`src/source/cutter_cfg.svh`:
```
/*
 Build-time configuration of the packet cutter.
 CUT_HASH_BYTES must be half of CUT_DATA_BYTES, because the hash is
 the XOR of the two halves of a word.
 Register addresses are byte addresses and must fit in CUT_APB_ADDR_WIDTH.
*/
`ifndef CUTTER_CFG_SVH
`define CUTTER_CFG_SVH

// Stream word size
`define CUT_DATA_BYTES 8
`define CUT_HASH_BYTES 4

// Up to 255 kept words per packet
`define CUT_COUNT_WIDTH 8

// Input buffer of 8 words
`define CUT_FIFO_DEPTH_BITS 3

`define CUT_APB_ADDR_WIDTH 4
`define CUT_ADDR_CTRL 0
`define CUT_ADDR_WORDS 4

`endif

```
`src/source/cutter_pkg.sv`:
```
/*
 Types shared by the packet cutter blocks.
 All widths come from the cfg header. APB data is fixed at 32 bits.
*/
`include "cutter_cfg.svh"

package cutter_pkg;
	typedef logic [`CUT_DATA_BYTES*8-1:0]     axis_data_t;
	typedef logic [`CUT_DATA_BYTES-1:0]       axis_keep_t;
	typedef logic [`CUT_HASH_BYTES*8-1:0]     hash_t;
	typedef logic [`CUT_COUNT_WIDTH-1:0]      word_count_t;
	typedef logic [`CUT_APB_ADDR_WIDTH-1:0]   apb_addr_t;
	typedef logic [31:0]                      apb_data_t;

	typedef struct packed {
		axis_data_t data;
		axis_keep_t keep;   // Contiguous from byte 0
		logic       last;
	} axis_word_t;

	typedef struct packed {
		logic        en;
		word_count_t words;   // Kept words per packet
	} cut_cfg_t;

	typedef struct packed {
		logic      psel;
		logic      penable;
		logic      pwrite;
		apb_addr_t paddr;
		apb_data_t pwdata;
	} apb_req_t;

	typedef enum logic [1:0] {FORWARD, DRAIN, SEND_HASH} cut_state_t;
endpackage

```
`src/source/cutter_apb_regs.sv`:
```
/*
 APB configuration registers of the packet cutter.
 Zero wait states, pready is tied high.
 Unused addresses answer with pslverr and writes to them are dropped.
 A word count of zero with cutting enabled is not supported.
*/
`timescale 1ns/10ps
`include "cutter_cfg.svh"

module cutter_apb_regs import cutter_pkg::*; (
	input  logic      axi_aclk,
	input  logic      axi_resetn,
	input  apb_req_t  apb_req,
	output apb_data_t prdata,
	output logic      pready,
	output logic      pslverr,
	output cut_cfg_t  cfg
);
	logic     access;   // Access phase of a transfer
	logic     hit_ctrl;
	logic     hit_words;
	cut_cfg_t cfg_q;

	assign access    = apb_req.psel & apb_req.penable;
	assign hit_ctrl  = apb_req.paddr == apb_addr_t'(`CUT_ADDR_CTRL);
	assign hit_words = apb_req.paddr == apb_addr_t'(`CUT_ADDR_WORDS);

	assign pready  = 1'b1;
	assign pslverr = access & ~(hit_ctrl | hit_words);
	assign cfg     = cfg_q;

	// Read mux, zero on a miss
	always_comb begin
		prdata = '0;
		if (hit_ctrl)
			prdata = apb_data_t'(cfg_q.en);
		else if (hit_words)
			prdata = apb_data_t'(cfg_q.words);
	end

	always_ff @(posedge axi_aclk) begin
		if (!axi_resetn) begin
			cfg_q <= '0;   // Cutting off
		end else if (access && apb_req.pwrite) begin
			if (hit_ctrl)
				cfg_q.en <= apb_req.pwdata[0];
			if (hit_words)
				cfg_q.words <= apb_req.pwdata[`CUT_COUNT_WIDTH-1:0];
		end
	end

	// Setup phase must come first
	penable_needs_psel: assert property (
		@(posedge axi_aclk) disable iff (!axi_resetn)
		$rose(apb_req.penable) |-> apb_req.psel
	) else $error("APB penable rose without psel");

endmodule

```
`src/source/word_fifo.sv`:
```
/*
 Fall-through FIFO for stream words.
 The head word is valid on rd_word whenever empty is low.
 wr_ready drops with fewer than two free entries, and a word offered
 while it is low is not taken.
*/
`timescale 1ns/10ps
`include "cutter_cfg.svh"

module word_fifo import cutter_pkg::*; #(
	parameter int DEPTH_BITS = `CUT_FIFO_DEPTH_BITS
) (
	input  logic       axi_aclk,
	input  logic       axi_resetn,
	input  axis_word_t wr_word,
	input  logic       wr_valid,
	output logic       wr_ready,
	input  logic       rd,
	output axis_word_t rd_word,
	output logic       empty
);
	localparam int DEPTH = 1 << DEPTH_BITS;

	axis_word_t            mem [DEPTH];
	logic [DEPTH_BITS-1:0] wr_ptr;
	logic [DEPTH_BITS-1:0] rd_ptr;
	logic [DEPTH_BITS:0]   fill;   // Entries in use
	logic                  push;
	logic                  pop;

	assign wr_ready = fill <= (DEPTH_BITS+1)'(DEPTH - 2);
	assign empty    = fill == '0;
	assign push     = wr_valid & wr_ready;
	assign pop      = rd & ~empty;
	assign rd_word  = mem[rd_ptr];

	always_ff @(posedge axi_aclk) begin
		if (push)
			mem[wr_ptr] <= wr_word;
	end

	always_ff @(posedge axi_aclk) begin
		if (!axi_resetn) begin
			wr_ptr <= '0;
			rd_ptr <= '0;
			fill   <= '0;
		end else begin
			if (push)
				wr_ptr <= wr_ptr + 1'b1;
			if (pop)
				rd_ptr <= rd_ptr + 1'b1;
			case ({push, pop})
				2'b10: fill <= fill + 1'b1;
				2'b01: fill <= fill - 1'b1;
				default: ;   // Both or neither
			endcase
		end
	end

	no_pop_empty: assert property (@(posedge axi_aclk) disable iff (!axi_resetn)
		rd |-> !empty) else $error("FIFO popped while empty");

	// A write must never land on an unread entry
	no_push_full: assert property (@(posedge axi_aclk) disable iff (!axi_resetn)
		push && !empty |-> wr_ptr != rd_ptr) else $error("FIFO written while full");

endmodule

```
`src/source/cut_hash_engine.sv`:
```
/*
 Cut and hash engine.
 Forwards the first cfg.words words of a packet, then swallows the tail
 and closes the packet with one hash word in the low CUT_HASH_BYTES bytes.
 The configuration is sampled when the first word of a packet reaches
 the FIFO head; later changes apply from the next packet.
 Packets no longer than the word count pass whole without a hash.
*/
`timescale 1ns/10ps
`include "cutter_cfg.svh"

module cut_hash_engine import cutter_pkg::*; (
	input  logic       axi_aclk,
	input  logic       axi_resetn,
	input  cut_cfg_t   cfg,
	input  axis_word_t fifo_word,
	input  logic       fifo_empty,
	output logic       fifo_rd,
	output axis_word_t m_axis,
	output logic       m_axis_tvalid,
	input  logic       m_axis_tready
);
	localparam int HASH_BITS = `CUT_HASH_BYTES * 8;

	cut_state_t  state;
	cut_cfg_t    cfg_q;     // Config of the packet in flight
	cut_cfg_t    pkt_cfg;
	logic        sop_q;     // Waiting for the first word of a packet
	word_count_t fwd_cnt;   // Words forwarded so far
	axis_data_t  acc;
	axis_data_t  masked;
	hash_t       hash;
	logic        cut_here;

	// Live config until the first word has been seen
	assign pkt_cfg = sop_q ? cfg : cfg_q;

	// Head word is the last one to keep, and the packet goes on
	assign cut_here = pkt_cfg.en && !fifo_word.last &&
		(fwd_cnt == pkt_cfg.words - 1'b1);

	// Unkept bytes of a tail word do not count
	always_comb begin
		for (int i = 0; i < `CUT_DATA_BYTES; i++)
			masked[8*i +: 8] = fifo_word.keep[i] ? fifo_word.data[8*i +: 8] : 8'h00;
	end

	assign hash = acc[2*HASH_BITS-1 -: HASH_BITS] ^ acc[HASH_BITS-1:0];

	always_comb begin
		m_axis        = fifo_word;
		m_axis_tvalid = 1'b0;
		fifo_rd       = 1'b0;
		case (state)
			FORWARD: begin
				m_axis_tvalid = !fifo_empty;
				fifo_rd       = !fifo_empty && m_axis_tready;
			end
			DRAIN: begin
				fifo_rd = !fifo_empty;   // Tail words never leave
			end
			SEND_HASH: begin
				m_axis.data   = axis_data_t'(hash);
				m_axis.keep   = axis_keep_t'({`CUT_HASH_BYTES{1'b1}});
				m_axis.last   = 1'b1;
				m_axis_tvalid = 1'b1;
			end
			default: ;
		endcase
	end

	always_ff @(posedge axi_aclk) begin
		if (!axi_resetn) begin
			state   <= FORWARD;
			cfg_q   <= '0;
			sop_q   <= 1'b1;
			fwd_cnt <= '0;
		end else begin
			if (sop_q && !fifo_empty) begin
				cfg_q <= cfg;
				sop_q <= 1'b0;
			end
			case (state)
				FORWARD: begin
					if (fifo_rd) begin
						fwd_cnt <= fwd_cnt + 1'b1;
						if (fifo_word.last) begin
							sop_q   <= 1'b1;   // Short packet, no hash
							fwd_cnt <= '0;
						end else if (cut_here) begin
							state <= DRAIN;
						end
					end
				end
				DRAIN: begin
					if (fifo_rd && fifo_word.last)
						state <= SEND_HASH;
				end
				SEND_HASH: begin
					if (m_axis_tready) begin
						state   <= FORWARD;
						sop_q   <= 1'b1;
						fwd_cnt <= '0;
					end
				end
				default: state <= FORWARD;
			endcase
		end
	end

	// Tail accumulator, cleared while forwarding
	always_ff @(posedge axi_aclk) begin
		if (state == FORWARD)
			acc <= '0;
		else if (state == DRAIN && fifo_rd)
			acc <= acc ^ masked;
	end

	out_stable: assert property (@(posedge axi_aclk) disable iff (!axi_resetn)
		m_axis_tvalid && !m_axis_tready |=> m_axis_tvalid && $stable(m_axis))
		else $error("Output word changed while stalled");

	cut_count_nonzero: assert property (@(posedge axi_aclk) disable iff (!axi_resetn)
		!sop_q && cfg_q.en |-> cfg_q.words != '0)
		else $error("Cutting enabled with a word count of zero");

endmodule

```
`src/source/packet_cutter_top.sv`:
```
/*
 Packet cutter top level.
 Input words pass through a small buffer, then the cut and hash engine.
 Configuration is written over APB; it is off after reset.
 Output latency varies, m_axis.last marks each packet end.
*/
`timescale 1ns/10ps

module packet_cutter_top import cutter_pkg::*; (
	input  logic       axi_aclk,
	input  logic       axi_resetn,
	input  apb_req_t   apb_req,
	output apb_data_t  prdata,
	output logic       pready,
	output logic       pslverr,
	input  axis_word_t s_axis,
	input  logic       s_axis_tvalid,
	output logic       s_axis_tready,
	output axis_word_t m_axis,
	output logic       m_axis_tvalid,
	input  logic       m_axis_tready
);
	cut_cfg_t   cfg;
	axis_word_t fifo_word;
	logic       fifo_empty;
	logic       fifo_rd;

	cutter_apb_regs u_regs (
		.axi_aclk   (axi_aclk),
		.axi_resetn (axi_resetn),
		.apb_req    (apb_req),
		.prdata     (prdata),
		.pready     (pready),
		.pslverr    (pslverr),
		.cfg        (cfg)
	);

	word_fifo u_fifo (
		.axi_aclk   (axi_aclk),
		.axi_resetn (axi_resetn),
		.wr_word    (s_axis),
		.wr_valid   (s_axis_tvalid),
		.wr_ready   (s_axis_tready),
		.rd         (fifo_rd),
		.rd_word    (fifo_word),
		.empty      (fifo_empty)
	);

	cut_hash_engine u_engine (
		.axi_aclk      (axi_aclk),
		.axi_resetn    (axi_resetn),
		.cfg           (cfg),
		.fifo_word     (fifo_word),
		.fifo_empty    (fifo_empty),
		.fifo_rd       (fifo_rd),
		.m_axis        (m_axis),
		.m_axis_tvalid (m_axis_tvalid),
		.m_axis_tready (m_axis_tready)
	);

endmodule

```
`config.mk`:
```
export PLATFORM = sky130hd
export DESIGN_NAME = packet_cutter_top
export DESIGN_NICKNAME = d
export VERILOG_FILES = /design/src/source/cutter_pkg.sv /design/src/source/cutter_apb_regs.sv /design/src/source/word_fifo.sv /design/src/source/cut_hash_engine.sv /design/src/source/packet_cutter_top.sv
export VERILOG_INCLUDE_DIRS = /design/src /design/src/source
export SDC_FILE = /design/constraint.sdc
export NUM_CORES = 1
export LEC_CHECK = 0
export ABC_CLOCK_PERIOD_IN_PS = 7000
export BUFFER_PORTS_ARGS = -buffer_cell sky130_fd_sc_hd__clkbuf_2
export CORE_MARGIN = 5
export CORE_UTILIZATION = 45
export DETAILED_ROUTE_END_ITERATION = 10
export PLACE_DENSITY = 0.65
export SETUP_SLACK_MARGIN = 0.2
export SLEW_MARGIN = 20
export SYNTH_ARGS = -nofsm -noshare
export SYNTH_HDL_FRONTEND = slang
export SYNTH_SLANG_ARGS = --single-unit
```
`constraint.sdc`:
```
create_clock -name axi_aclk -period 7 [get_ports axi_aclk]
set_clock_uncertainty 0.1 [all_clocks]
set_input_delay 0.7 -clock axi_aclk [delete_from_list [all_inputs] [get_ports axi_aclk]]
set_output_delay 0.7 -clock axi_aclk [all_outputs]
set_load 0.01 [all_outputs]
```
==> flow_summary.ini <==
[timing]
hold_viol = 0
fin_ws_ns = 2.52
fin_crit_ns = 4.48
tightest_slew_ns = 1.02
max_freq_mhz = 223
finalSetupViolCount = 0
tns_ns = 0
period_share_pct = 64.0
slew_violations = 0
slew_headroom_pct = 31.4
rsz0062_at_grt = false

[die]
core_area_sq_um = 61900
rows = 91
die_y_um = 261
dieArea_sq_um = 67900
die_x_um = 261
start_util_pct = 45.6
io_pins = 225

[route]
drcViolationCount = 0
wl_per_cell_um = 24.2
viasPerCell = 5.40
drt_first_pass_iters = 7
wl_um = 64200
vias = 14344
ant_nets = 0
drt_iter0_drc = 1001

[placed_design]
place.gp.congestion = 0.737
placed_area_sq_um = 29700
post-place-ws_ns = 3.13
dp_hpwl_um = 38400
portBuffers = 175

[worst_setup_path]
cp.required_ns = 6.20
crit_fanout = 46
slowest_delay_ns = 0.92
rr_worst_depth = 6
cp_cell_sequence = buf_4 > mux4_1 > mux2i_1 > a21oi_1 > clkbuf_2
start_kind = flop
r2r_slack_ns = 3.43
crit_arrival_ns = 3.68
slowest_stage = dfxtp_4
end_kind = output port
crit_type = flop to output port
r2r_end = u_engine.acc[48]

[global_route]
grt_usage_pct = 18.7
antenna_found_initial = 9
overflow = 0
grt_pass1_vias = 14667
grt_pass1_wl_um = 94200
grt_start_max_net_pins = 93

[clock_network]
cts_tree = yes
cts_buffers = 73
root_buffer = clkbuf_16
cts_setup_buffers = 0
clock_sinks = 690
holdBufCountCts = 0
clk-insertion-delay-late_ns = 0.61
path_clk_slew_ns = 0.06
ctsResizeCount = 0
cts_buffer_depth = 3
cts_max_level = 3

[logic_synthesis]
yosysSeqAreaShare_pct = 69.5
yosysTopAreaCellShare_pct = 62.0
yosysWarnings = 0
synth.distinct_cells = 54
ys_ff_latch = 690
syn_avg_cell_area_sq_um = 18.2
synth_area_leaders = edfxtp_1 62%, mux4_1 11%, dfxtp_1 7.5%, mux2i_1 3.0%, mux4_2 2.5%
syn_inst = 1556
syn_area_sq_um = 28300
synth_area_leader_cell = edfxtp_1

[power_and_ir_drop]
power_w = 0.0105
ir_worst_vdd_v = 0.000207
p_leak_nw = 10.8
power_density_nw_per_um2 = 324

[run_status]
status = complete, no violations

[hold_path]
worst_hold_path.endpoint = u_regs.cfg[3]
worstHoldPathType = primary input to flop
hold_depth = 3
hold_start = apb_req[3]

[layout]
finalNetCount = 1880
layout-drive-gt1-share_pct = 20.8
fin_util_pct = 52.1
areaGrowthSynthToFinish_pct = 14.3
fin_area_sq_um = 32300

[run]
drv_cap = 0
## through the flow
stage	hold slack (ns)	std cells
final	0.239	2657
after global routing	0.248	2654
after CTS	0.202	2651
after detailed placement	0.357	2517
after global placement	0.342	2517
after floorplan	0.336	1579
## registers in the layout (all words and copies together) (netlist names), named ones only
| name | flops |
|---|---|
| u_fifo.wr_ptr | 3 |
| u_fifo.mem | 584 |
| u_engine.sop_q | 1 |
| u_engine.cfg_q | 9 |
| u_regs.cfg | 9 |
| u_fifo.rd_ptr | 3 |
| u_engine.state | 2 |
| u_fifo.fill | 4 |
| u_engine.acc | 64 |
| u_engine.fwd_cnt | 8 |
## how the worst max path moves through the flow
stage / startpoint / endpoint
finish: flop / m_axis[14]
CTS: flop / m_axis[14]
global route: flop / m_axis[14]
floorplan: u_fifo.fill[1] / u_fifo.mem[1][0]
global placement: flop / m_axis[7]
detailed placement: flop / m_axis[14]
## synthesized netlist by cell type, drive strengths merged
cell type / number
o31ai: 1
nor3: 72
inv: 7
ha: 7
clkbuf: 30
nand2: 40
conb: 2
nor4: 1
mux2i: 94
xor2: 41
nor2: 176
nor4b: 1
nor2b: 3
or2: 1
fa: 1
or3: 3
or4: 2
o2111ai: 1
nand2b: 3
a22oi: 1
mux4: 146
buf: 68
nor3b: 2
and2: 3
a21oi: 49
o21ai: 4
edfxtp: 584
nand3: 6
and3: 8
a31oi: 1
o2bb2ai: 1
xnor2: 80
o211ai: 2
nand4: 2
dfxtp: 106
nor4bb: 1
or4b: 1
o32ai: 1
dlygate4sd3: 1
a21o: 2
o2bb2a: 1
## routing by layer
metal | vias up | share of wire (%) | GRT usage (%)
li1 | 6489 | - | -
met1 | 7410 | 41 | 24.5
met2 | 377 | 51 | 32.4
met3 | 64 | 6.1 | 3.94
met4 | 4 | 1.4 | 4.78
met5 | - | 0.042 | 0
## cell usage in the layout (no fill, tap or decap), types with 8 or more instances in the layout
master / Yosys / routed
xor2_1: 41 / 41
mux4_2: 32 / 32
dfxtp_1: 106 / 103
and3_1: 8 / 8
nand2_1: 39 / 38
clkbuf_2: 0 / 175
nor2_1: 175 / 168
clkinv_1: 0 / 9
clkinv_2: 0 / 11
bufinv_16: 0 / 10
nor3_1: 71 / 69
clkbuf_16: 0 / 75
mux2i_4: 9 / 9
mux2i_1: 85 / 85
edfxtp_1: 584 / 584
conb_1: 2 / 25
mux4_1: 114 / 114
buf_4: 26 / 23
clkbuf_8: 9 / 9
a21oi_1: 49 / 49
clkbuf_1: 21 / 10
xnor2_1: 80 / 80
## final cells by class
| cell class | instances | area (sq um) |
|---|---|---|
| clock buffer | 94 | 2040 |
| antenna | 5 | 12.5 |
| clock inverter | 40 | 495 |
| multi-input combinational | 783 | 7890 |
| inverter | 7 | 26.3 |
| timing repair buffer | 201 | 1120 |
| fill | 5001 | 29600 |
| sequential | 690 | 19700 |
| tap | 837 | 1050 |
## worst max-delay path: cells and delay by family (launching register included)
kind            cells  cell delay [ns]
buf+inv             2             0.83
flops               1             0.92
mux                 2             0.99
compound gates      1             0.25
## power breakdown
part           total [W]  internal (W)  switching [W]  leakage, nW
Sequential       0.00478       0.00465       0.000125         6.16
Combinational    0.00168      0.000687       0.000989         3.45
Clock            0.00400       0.00244        0.00156         1.24
## cell families after synthesis
family | count (synthesis) | share of synthesized area (%)
other cells | 2 | 0.0266
mux | 240 | 16.9
flops | 690 | 69.5
xor+xnor | 121 | 3.75
fa+ha+maj | 8 | 0.381
compound gates | 64 | 1.28
buf+inv | 106 | 3.12
simple gates | 325 | 5.02
Power figures use the tool's default switching activity.
